**src/hw/pipe_pkg.sv**
```systemverilog
/*
 * pipeline shape shared by the trace unit
 * five in-order stages, tags declared at the widest legal width
 * only the low TAG_W bits of a tag carry meaning
 */
`default_nettype none

package pipe_pkg;

    //////////////////////////////////////////////////
    // stage naming
    //////////////////////////////////////////////////

    // encodings double as indices into the per-stage arrays
    typedef enum logic [2:0] {
        STG_F = 3'd0,
        STG_D = 3'd1,
        STG_E = 3'd2,
        STG_M = 3'd3,
        STG_W = 3'd4
    } stage_e;

    localparam int NUM_STAGES = 5;

    //////////////////////////////////////////////////
    // instruction tags
    //////////////////////////////////////////////////

    // up to five tags live at once, so 3 bits is the floor
    localparam int TAG_W_MIN = 3;
    localparam int TAG_W_MAX = 8;

    // upper bits stay zero when TAG_W < TAG_W_MAX
    typedef logic [TAG_W_MAX-1:0] tag_t;

endpackage

`default_nettype wire

```
**src/hw/trace_pkg.sv**
```systemverilog
/*
 * trace record and statistics types
 * cycle stamps are 32 bits and wrap silently on very long runs
 * counters are 16 bits and stick at their maximum
 */
`default_nettype none

package trace_pkg;

    //////////////////////////////////////////////////
    // cycle stamps
    //////////////////////////////////////////////////

    typedef logic [31:0] cyc_t;

    //////////////////////////////////////////////////
    // statistics counters
    //////////////////////////////////////////////////

    localparam int CNT_W = 16;

    typedef logic [CNT_W-1:0] cnt_t;

    // saturation value for every counter
    localparam cnt_t CNT_MAX = '1;

    //////////////////////////////////////////////////
    // one record per retired instruction
    //////////////////////////////////////////////////

    // stall_cyc saturates at 255 held edges
    typedef struct packed {
        pipe_pkg::tag_t tag;
        cyc_t           fetch_cyc;
        cyc_t           decode_cyc;
        cyc_t           exec_cyc;
        cyc_t           mem_cyc;
        cyc_t           wb_cyc;
        logic [7:0]     stall_cyc;
    } trace_rec_t;

endpackage

`default_nettype wire

```
**src/hw/stage_if.sv**
```systemverilog
/*
 * per-stage view of the pipeline, driven by the tracker
 * no handshake, every signal is a level or strobe valid each cycle
 */
`timescale 1ns/1ns
`default_nettype none

interface stage_if import pipe_pkg::*; import trace_pkg::*; ();

    // stage holds a live instruction this cycle
    logic [NUM_STAGES-1:0] occ;
    // tag of the stage content, stale when occ is low
    tag_t                  tag [NUM_STAGES];
    // stage took in a new instruction this cycle
    logic [NUM_STAGES-1:0] enter;
    // fetch and decode hold on the coming edge
    logic                  hold_fd;
    // number of live instructions dropped on the coming edge
    logic [1:0]            kill_fd;
    // running cycle count, 0 in the first cycle out of reset
    cyc_t                  cyc;

    modport tracker (
        output occ, tag, enter, hold_fd, kill_fd, cyc
    );

    modport store (
        input occ, tag, enter, hold_fd, kill_fd, cyc
    );

    // stats only needs the stall and flush conditions
    modport stats (
        input hold_fd, kill_fd
    );

endinterface

`default_nettype wire

```
**src/hw/pipe_trace_top.sv**
```systemverilog
/*
 * pipeline trace unit, stall and flush are sampled every edge
 * records are one-cycle strobes with no back-pressure
 * TAG_W must be 3..8
 */
`timescale 1ns/1ns
`default_nettype none

module pipe_trace_top import pipe_pkg::*; import trace_pkg::*; #(
    parameter int TAG_W = 4
) (
    input  logic       clk,
    input  logic       rst,
    input  logic       stall,
    input  logic       flush,
    output logic       rec_valid,
    output tag_t       rec_tag,
    output cyc_t       rec_fetch_cyc,
    output cyc_t       rec_decode_cyc,
    output cyc_t       rec_exec_cyc,
    output cyc_t       rec_mem_cyc,
    output cyc_t       rec_wb_cyc,
    output logic [7:0] rec_stall_cyc,
    output cnt_t       retired_cnt,
    output cnt_t       stall_cnt,
    output cnt_t       flush_cnt
);

    trace_rec_t rec;

    // reject tag widths that cannot hold five live tags
    if (TAG_W < TAG_W_MIN || TAG_W > TAG_W_MAX) begin : g_tag_w_check
        $error("TAG_W out of range");
    end

    stage_if st ();

    //////////////////////////////////////////////////
    // blocks
    //////////////////////////////////////////////////

    stage_tracker #(.TAG_W(TAG_W)) u_tracker (
        .clk   (clk),
        .rst   (rst),
        .stall (stall),
        .flush (flush),
        .st    (st.tracker)
    );

    stamp_store #(.TAG_W(TAG_W)) u_store (
        .clk       (clk),
        .rst       (rst),
        .st        (st.store),
        .rec_valid (rec_valid),
        .rec       (rec)
    );

    trace_stats u_stats (
        .clk         (clk),
        .rst         (rst),
        .st          (st.stats),
        .rec_valid   (rec_valid),
        .retired_cnt (retired_cnt),
        .stall_cnt   (stall_cnt),
        .flush_cnt   (flush_cnt)
    );

    // record fields flattened onto plain outputs
    assign rec_tag        = rec.tag;
    assign rec_fetch_cyc  = rec.fetch_cyc;
    assign rec_decode_cyc = rec.decode_cyc;
    assign rec_exec_cyc   = rec.exec_cyc;
    assign rec_mem_cyc    = rec.mem_cyc;
    assign rec_wb_cyc     = rec.wb_cyc;
    assign rec_stall_cyc  = rec.stall_cyc;

endmodule

`default_nettype wire

```
**src/hw/stage_tracker.sv**
```systemverilog
/*
 * follows occupancy and tags through F D E M W
 * flush wins over stall; a flush empties F and D, fetch refills next edge
 * tags are never reused until they wrap at 2^TAG_W
 */
`timescale 1ns/1ns
`default_nettype none

module stage_tracker import pipe_pkg::*; import trace_pkg::*; #(
    parameter int TAG_W = 4
) (
    input logic      clk,
    input logic      rst,
    input logic      stall,
    input logic      flush,
    stage_if.tracker st
);

    localparam tag_t TAG_MASK = tag_t'((1 << TAG_W) - 1);
    // fetch alone is live out of reset
    localparam logic [NUM_STAGES-1:0] FETCH_ONLY = NUM_STAGES'(1) << STG_F;

    cyc_t                  cyc_q;
    tag_t                  next_tag_q;
    logic [NUM_STAGES-1:0] occ_q;
    logic [NUM_STAGES-1:0] enter_q;
    tag_t                  tag_q [NUM_STAGES];
    logic                  dup_tag;

    //////////////////////////////////////////////////
    // stage registers
    //////////////////////////////////////////////////

    always_ff @(posedge clk) begin
        if (rst) begin
            cyc_q      <= '0;
            next_tag_q <= tag_t'(1);
            occ_q      <= FETCH_ONLY;
            enter_q    <= FETCH_ONLY;
            // first fetched instruction carries tag 0
            tag_q[STG_F] <= '0;
        end else begin
            cyc_q <= cyc_q + cyc_t'(1);

            // memory and write-back always advance
            occ_q[STG_W]   <= occ_q[STG_M];
            tag_q[STG_W]   <= tag_q[STG_M];
            enter_q[STG_W] <= occ_q[STG_M];
            occ_q[STG_M]   <= occ_q[STG_E];
            tag_q[STG_M]   <= tag_q[STG_E];
            enter_q[STG_M] <= occ_q[STG_E];

            if (flush) begin
                // drop F and D, bubble into E
                occ_q[STG_F]   <= 1'b0;
                occ_q[STG_D]   <= 1'b0;
                occ_q[STG_E]   <= 1'b0;
                enter_q[STG_F] <= 1'b0;
                enter_q[STG_D] <= 1'b0;
                enter_q[STG_E] <= 1'b0;
            end else if (stall) begin
                // F and D keep contents, E gets a bubble
                occ_q[STG_E]   <= 1'b0;
                enter_q[STG_F] <= 1'b0;
                enter_q[STG_D] <= 1'b0;
                enter_q[STG_E] <= 1'b0;
            end else begin
                occ_q[STG_F]   <= 1'b1;
                tag_q[STG_F]   <= next_tag_q;
                enter_q[STG_F] <= 1'b1;
                next_tag_q     <= (next_tag_q + tag_t'(1)) & TAG_MASK;
                occ_q[STG_D]   <= occ_q[STG_F];
                tag_q[STG_D]   <= tag_q[STG_F];
                enter_q[STG_D] <= occ_q[STG_F];
                occ_q[STG_E]   <= occ_q[STG_D];
                tag_q[STG_E]   <= tag_q[STG_D];
                enter_q[STG_E] <= occ_q[STG_D];
            end
        end
    end

    //////////////////////////////////////////////////
    // interface drive
    //////////////////////////////////////////////////

    assign st.occ   = occ_q;
    assign st.tag   = tag_q;
    assign st.enter = enter_q;
    assign st.cyc   = cyc_q;

    // a stall under flush is not a hold
    assign st.hold_fd = stall & ~flush;
    // only live F and D contents count as killed
    assign st.kill_fd = flush ? ({1'b0, occ_q[STG_F]} + {1'b0, occ_q[STG_D]}) : 2'd0;

    // pairwise tag compare over live stages
    always_comb begin
        dup_tag = 1'b0;
        for (int i = 0; i < NUM_STAGES; i++) begin
            for (int j = i + 1; j < NUM_STAGES; j++) begin
                if (occ_q[i] && occ_q[j] && (tag_q[i] == tag_q[j])) begin
                    dup_tag = 1'b1;
                end
            end
        end
    end

    a_unique_tags: assert property (@(posedge clk) disable iff (rst) !dup_tag)
        else $error("two live stages share a tag");

    // a flush leaves fetch and decode empty even under stall
    a_no_hold_on_flush: assert property (@(posedge clk) disable iff (rst)
        flush |=> (!occ_q[STG_F] && !occ_q[STG_D]))
        else $error("fetch or decode kept its content through a flush");

endmodule

`default_nettype wire

```
**src/hw/stamp_store.sv**
```systemverilog
/*
 * per-tag stamp table, 2^TAG_W entries, no reset on the table itself
 * an entry is cleared when its tag enters fetch
 * the record leaves one cycle after the write-back cycle
 */
`timescale 1ns/1ns
`default_nettype none

module stamp_store import pipe_pkg::*; import trace_pkg::*; #(
    parameter int TAG_W = 4
) (
    input  logic       clk,
    input  logic       rst,
    stage_if.store     st,
    output logic       rec_valid,
    output trace_rec_t rec
);

    localparam int   DEPTH    = 1 << TAG_W;
    localparam tag_t TAG_MASK = tag_t'(DEPTH - 1);

    trace_rec_t       tbl [DEPTH];
    logic [TAG_W-1:0] idx_f;
    logic [TAG_W-1:0] idx_d;
    logic [TAG_W-1:0] idx_e;
    logic [TAG_W-1:0] idx_m;
    logic [TAG_W-1:0] idx_w;
    trace_rec_t       rec_d;
    logic [DEPTH-1:0] killed_q;
    tag_t             exp_tag_q;

    // held-edge count sticks at 255
    function automatic logic [7:0] stall_inc(input logic [7:0] cur);
        stall_inc = (cur == 8'hff) ? cur : cur + 8'd1;
    endfunction

    assign idx_f = st.tag[STG_F][TAG_W-1:0];
    assign idx_d = st.tag[STG_D][TAG_W-1:0];
    assign idx_e = st.tag[STG_E][TAG_W-1:0];
    assign idx_m = st.tag[STG_M][TAG_W-1:0];
    assign idx_w = st.tag[STG_W][TAG_W-1:0];

    //////////////////////////////////////////////////
    // table writes
    //////////////////////////////////////////////////

    always_ff @(posedge clk) begin
        if (st.enter[STG_F]) begin
            // fresh entry, a hold in the same cycle already counts
            tbl[idx_f].tag        <= st.tag[STG_F];
            tbl[idx_f].fetch_cyc  <= st.cyc;
            tbl[idx_f].decode_cyc <= '0;
            tbl[idx_f].exec_cyc   <= '0;
            tbl[idx_f].mem_cyc    <= '0;
            tbl[idx_f].wb_cyc     <= '0;
            tbl[idx_f].stall_cyc  <= st.hold_fd ? 8'd1 : 8'd0;
        end else if (st.hold_fd && st.occ[STG_F]) begin
            tbl[idx_f].stall_cyc <= stall_inc(tbl[idx_f].stall_cyc);
        end

        if (st.enter[STG_D]) begin
            tbl[idx_d].decode_cyc <= st.cyc;
        end
        if (st.hold_fd && st.occ[STG_D]) begin
            tbl[idx_d].stall_cyc <= stall_inc(tbl[idx_d].stall_cyc);
        end

        if (st.enter[STG_E]) begin
            tbl[idx_e].exec_cyc <= st.cyc;
        end
        if (st.enter[STG_M]) begin
            tbl[idx_m].mem_cyc <= st.cyc;
        end
    end

    //////////////////////////////////////////////////
    // record out
    //////////////////////////////////////////////////

    // write-back lasts one cycle, so its stamp bypasses the table
    always_comb begin
        rec_d        = tbl[idx_w];
        rec_d.wb_cyc = st.cyc;
    end

    always_ff @(posedge clk) begin
        if (rst) begin
            rec_valid <= 1'b0;
        end else begin
            rec_valid <= st.occ[STG_W];
        end
    end

    always_ff @(posedge clk) begin
        if (st.occ[STG_W]) begin
            rec <= rec_d;
        end
    end

    //////////////////////////////////////////////////
    // retirement order check
    //////////////////////////////////////////////////

    // killed tags are marked and stepped over one per idle cycle
    always_ff @(posedge clk) begin
        if (rst) begin
            killed_q  <= '0;
            exp_tag_q <= '0;
        end else begin
            if (st.enter[STG_F]) begin
                killed_q[idx_f] <= 1'b0;
            end
            if (st.kill_fd != 2'd0) begin
                if (st.occ[STG_F]) begin
                    killed_q[idx_f] <= 1'b1;
                end
                if (st.occ[STG_D]) begin
                    killed_q[idx_d] <= 1'b1;
                end
            end
            if (rec_valid) begin
                exp_tag_q <= (rec.tag + tag_t'(1)) & TAG_MASK;
            end else if (killed_q[exp_tag_q[TAG_W-1:0]]) begin
                exp_tag_q <= (exp_tag_q + tag_t'(1)) & TAG_MASK;
            end
        end
    end

    a_rec_order: assert property (@(posedge clk) disable iff (rst)
        rec_valid |-> (rec.tag == exp_tag_q))
        else $error("record tag out of order");

endmodule

`default_nettype wire

```
**src/hw/trace_stats.sv**
```systemverilog
/*
 * retired, stall and flush counters
 * all three stick at their maximum and never wrap
 */
`timescale 1ns/1ns
`default_nettype none

module trace_stats import trace_pkg::*; (
    input  logic   clk,
    input  logic   rst,
    stage_if.stats st,
    input  logic   rec_valid,
    output cnt_t   retired_cnt,
    output cnt_t   stall_cnt,
    output cnt_t   flush_cnt
);

    // add 0..3 with clamp at CNT_MAX
    function automatic cnt_t sat_add(input cnt_t base, input logic [1:0] inc);
        logic [CNT_W:0] sum;
        sum = {1'b0, base} + {{(CNT_W - 1){1'b0}}, inc};
        sat_add = sum[CNT_W] ? CNT_MAX : sum[CNT_W-1:0];
    endfunction

    //////////////////////////////////////////////////
    // counters
    //////////////////////////////////////////////////

    always_ff @(posedge clk) begin
        if (rst) begin
            retired_cnt <= '0;
            stall_cnt   <= '0;
            flush_cnt   <= '0;
        end else begin
            // one per record pulse
            retired_cnt <= sat_add(retired_cnt, {1'b0, rec_valid});
            // hold_fd already excludes stall under flush
            stall_cnt   <= sat_add(stall_cnt, {1'b0, st.hold_fd});
            // live instructions dropped on this edge
            flush_cnt   <= sat_add(flush_cnt, st.kill_fd);
        end
    end

endmodule

`default_nettype wire

```
**config.mk**
```make
export PLATFORM = sky130hd
export DESIGN_NAME = pipe_trace_top
export DESIGN_NICKNAME = d
export VERILOG_FILES = /design/src/hw/pipe_pkg.sv /design/src/hw/trace_pkg.sv /design/src/hw/stage_if.sv /design/src/hw/pipe_trace_top.sv /design/src/hw/stage_tracker.sv /design/src/hw/stamp_store.sv /design/src/hw/trace_stats.sv
export SDC_FILE = /design/constraint.sdc
export NUM_CORES = 2
export LEC_CHECK = 0
export ABC_AREA = 1
export BUFFER_PORTS_ARGS = -buffer_cell sky130_fd_sc_hd__buf_2
export CELL_PAD_IN_SITES_DETAIL_PLACEMENT = 0
export CELL_PAD_IN_SITES_GLOBAL_PLACEMENT = 1
export CORE_UTILIZATION = 25
export CTS_CLUSTER_SIZE = 28
export DETAILED_ROUTE_END_ITERATION = 10
export PLACE_DENSITY = 0.46
export SLEW_MARGIN = 0
export SYNTH_ARGS = -nofsm -noshare
export SYNTH_HDL_FRONTEND = slang
export SYNTH_SLANG_ARGS = --single-unit
```
**constraint.sdc**
```tcl
create_clock -name clk -period 10.21 [get_ports clk]
set_input_delay 0.5105 -clock clk [delete_from_list [all_inputs] [get_ports clk]]
set_output_delay 0.5105 -clock clk [all_outputs]
set_load 0.05 [all_outputs]
```
After elaboration in Yosys (flattened, before gate mapping)
Memories as Yosys holds them, arrays and structs flattened. A register that Yosys moved wholly into a read port is not among the register bits.
Index checks and enable logic that the tools add are counted.
{"block": "word_totals", "ff_bits": 154, "ram_bits": 2240, "input_bits": 4, "out_inout_bits": 225, "wordCells": 70, "n_memories": 1}
{"block": "classes", "add_sub_neg": 8, "eq_ne": 3, "muxes": 28, "bitwise_logic": 5, "n_reduce_logical": 6}
{"memory": "u_store.tbl", "words": 16, "width": 140, "read_ports": 3, "rd_ports_with_merged_regs": 3, "write_ports": 4, "line_no": "stamp_store.sv:22", "source": "trace_rec_t tbl [DEPTH];"}
{"operator": "$mux 16", "n": 3}
{"operator": "$add 16x1->17", "n": 2}
{"operator": "$add 32x1->32 const B", "n": 1}
{"operator": "$mux 8", "n": 3}
{"operator": "$mux 1", "n": 18}
{"operator": "$add 16x2->17", "n": 1}
{"operator": "$add 8x1->8 const B", "n": 2}
{"operator": "$eq 8x8->1 const B", "n": 2}
{"operator": "$mux 4", "n": 3}
{"operator": "$add 4x1->4 const B", "n": 1}
{"operator": "$not 1->1", "n": 3}
{"operator": "$reduce_and 3->1", "n": 1}
{"operator": "$reduce_or 3->1", "n": 1}
{"operator": "$add 1x1->2", "n": 1}
{"operator": "$logic_and 1x1->1", "n": 2}
{"operator": "$mux 2", "n": 1}
{"operator": "$ne 2x1->1 const B", "n": 1}
{"operator": "$reduce_and 2->1", "n": 1}
{"operator": "$reduce_or 2->1", "n": 1}
{"operator": "$and 1x1->1", "n": 1}
{"operator": "$or 1x1->1", "n": 1}

Logic depth before layout (Yosys ltp)
{"block": "depth", "depth_word": 7, "depth_mapped": 17, "ltp_nobuf": 17}

Cells and area by module
A second synthesis with hierarchy kept.
{"block": "hier_totals", "cells_unflattened": 10390, "hier_area_um2": 112060.0}
{"module": "stamp_store", "n_inst": 1, "cells_each": 9672, "area_each_um2": 106611.0, "seq_area_each_um2": 74491.4}
{"module": "stage_tracker", "n_inst": 1, "cells_each": 349, "area_each_um2": 2806.4, "seq_area_each_um2": 1421.4}
{"module": "trace_stats", "n_inst": 1, "cells_each": 369, "area_each_um2": 2642.5, "seq_area_each_um2": 960.9}

Least setup slack after synthesis
Ideal clock, no wire load.
{"block": "synth_timing", "path_type": "reg-to-reg", "from": "register u_tracker.occ_q[4], in the netlist u_tracker.st.occ[4]", "to": "register u_store.rec[0] (netlist name)", "setup_time_ns": 0.549, "arrival_ns": 4.056, "required_ns": 9.661, "slack_ns": 5.605, "path_stages_with_launch": 1, "n_path_buf": 0, "synth_period_minus_slack_ns": 4.605, "cell_sequence": "dfxtp_1"}
{"item": "start: declaration", "line_no": "stage_tracker.sv:25", "source": "logic [NUM_STAGES-1:0] occ_q;"}
{"item": "start signal: indexed assignment", "line_no": "stage_tracker.sv:46", "source": "occ_q[STG_W] <= occ_q[STG_M];"}
{"item": "start signal: indexed assignment", "line_no": "stage_tracker.sv:49", "source": "occ_q[STG_M] <= occ_q[STG_E];"}
{"item": "start signal: indexed assignment", "line_no": "stage_tracker.sv:72", "source": "occ_q[STG_D] <= occ_q[STG_F];"}
No word-level cell between the ends.

==> flow_summary.ini <==
[yosys]
yosys_warnings = 0
synth_area_leader_cell = edfxtp_1
synthCells = 9976
synth_edf_count = 2428
ys_ff_latch = 2532
synthesis.area_sq_um = 109000
avgSynthCellArea_sq_um = 10.9
synth.top_cell.area_share = 0.670
ys.flop_type = edfxtp_1
yosysUniqueCellTypes = 50
seq_area_frac_synth = 0.689
ys_top_cells_by_area = edfxtp_1, nor2_1, o21ai_0
async_flop_share = 0

[route]
drt_iter0_drc = 7594
post_drt_wl_per_cell_microns = 27.8
vias_per_cell = 5.05
via_count = 79900
drc_errors = 0
drt_wl_total_mm = 441
drt_first_pass_iters = 6
postRouteAntennaNets = 0

[sta]
finalSetupViolations = 0
fin_crit_sh = 0.476
min_period_ns = 4.86
rsz0062_at_grt = false
setup_tns_ns = 0
relSlewSlack = 0.212
finalWorstSetupSlack_ns = 5.35
maxSlewViolCount = 0
worst_slew_pin_slew_ns = 1.18
finalHoldViolations = 0
fmax_ghz = 0.206
fin_skew_ns = 0.0790

[floorplan]
core_area_sq_um = 432000
start_util = 0.252
dieHeight_microns = 662
row_count = 241
io_pins = 229
fp.dieW_microns = 662
die_area_sq_um = 438000

[min_path]
hp-class = input port to register
hold_path_depth = 4

[critical_path]
critPathLaunchType = register
cp.required_ns = 10.95
critPathMaxFanout = 152
end_kind = register
crit_arrival_ns = 5.60
ff2ff_path_depth = 8
critical_path_class = register to register

[run]
drv_cap = 0

[grt]
grt_max_degree = 187
track_usage = 0.195
grt_pass1_wl_mm = 614
grt_pass1_vias = 78500
grt_overflow = 0
antenna_found_initial = 15

[clock_tree]
numCtsBuffers = 314
cts-root-buf = clkbuf_16
cts.sinks = 2532
clkTransAtPathRegs_ns = 0.06
cts_tree = yes
insertion_delay_ns = 0.96
cts_max_level = 5
clk_path_buf_depth = 4
cts_setup_buffers = 0

[placement]
gp_congestion = 0.794
placed_area_sq_um = 116000
io_buffer_count = 224
pre_cts_slack_ns = 5.60
hpwl_mm = 228

[power]
vdd_drop_max_mv = 0.123
power.total_w = 0.0235
cellLeakagePower_nw = 39.4
power_density_nw_per_um2 = 187

[outcome]
status = finished, final reports clean

[layout]
stdcell_area_sq_um = 126000
nNetsFinal = 9887
final_common_cell = nor2_1
layout_common_cells = nor2_1, edfxtp_1, o21ai_0
fin_util = 0.291
area_growth_pct = 15.6
drive_gt1_frac = 0.104
==> cell families after synthesis <==
group,Yosys count,share of synthesized area
AOI/OAI and AO/OA,2203,0.118
muxes,9,0.000828
adders and majority gates,12,0.00145
DFF,2532,0.689
buffers and inverters,1168,0.0421
and+or+nand+nor,4026,0.147
xor gates and xnor gates,25,0.00201
other,1,0.0000345
==> stage by stage <==
stage | cells | hold WS (ns)
final | 15800 | 0.159
after global placement | 15300 | 0.490
after global routing | 15800 | 0.163
after detailed placement | 15300 | 0.499
after CTS | 15800 | 0.0912
after floorplan | 9979 | 0.425
==> critical path, stage by stage (launching register included) <==
cell      delay [ns]
edfxtp_1        0.45
buf_4           0.57
buf_12          0.44
buf_4           0.82
buf_4           0.88
o21ai_0         0.22
o22ai_1         0.25
o21ai_0         0.12
o22ai_1         0.21
==> sequential cells by signal (all words and copies together), names as in the netlist, named ones only <==
name and flops:
u_stats.flush_cnt 16, u_stats.retired_cnt 16, u_stats.stall_cnt 16, u_store.rec 172
u_store.rec_valid 1, u_store.tbl 2240, u_tracker.next_tag_q 4, u_tracker.st.cyc 32
u_tracker.st.enter 2, u_tracker.st.occ 5, u_tracker.st.tag 20
==> report_power, final <==
part           switching, W  internal [W]
logic              0.000932      0.000271
registers         0.0000566        0.0114
clock network       0.00458       0.00624
==> repair_timing <==
item,4_1_cts,5_1_grt
hold endpoints to repair,27,0
gates resized for setup,0,0
hold buffers,2,0
==> layer usage <==
metal / vias up / track usage / part of all wire
li1: 35300 / - / -
met2: 2648 / 0.328 / 0.48
met5: - / 0 / 0.000039
met4: 2 / 0.0502 / 0.026
met3: 556 / 0.0236 / 0.053
met1: 41500 / 0.266 / 0.44
==> cells in the mapped netlist, types with 2 or more instances <==
cell type and instances:
buf_4 18, or2_2 16, o21ai_1 15, o31ai_1 6, a21oi_1 120, ha_1 11, and3_1 2, o22ai_1 310
edfxtp_1 2428, nor4_1 4, nand3_2 5, clkbuf_1 700, mux2i_1 9, nor3b_1 5, o211ai_1 100, xnor2_1 7
nand4_1 48, nand3_1 428, nor2_1 2819, o21a_1 4, a31oi_1 11, dfxtp_1 104, buf_6 8, nand2_1 641
inv_1 268, nor3_1 41, o21ai_2 10, inv_2 8, clkinv_1 27, o21ai_0 1345, o32ai_1 9, xor2_1 18
buf_2 56, buf_1 83, o221ai_1 268, nor2_2 3, nand2_2 8
==> final timing paths <==
kind                           startpoint                 endpoint  slack (ns)
setup / recovery      u_tracker.st.tag[0]          u_store.rec[95]        5.35
hold / removal                      stall  u_tracker.next_tag_q[2]        0.16
setup reg to reg      u_tracker.st.tag[0]          u_store.rec[95]        5.35
hold reg to reg   u_tracker.next_tag_q[2]  u_tracker.next_tag_q[2]        0.51
==> area by class of cell <==
class,instances,area (sq um)
Fill cell,44300,306000
Sequential cell,2532,75000
Multi-Input combinational cell,6279,29900
Clock buffer,401,8330
Tap cell,5710,7140
Timing Repair Buffer,441,2870
Clock inverter,155,1380
Inverter,303,1170
Antenna cell,16,40.0
No activity file was read; power rests on OpenSTA's default activity.
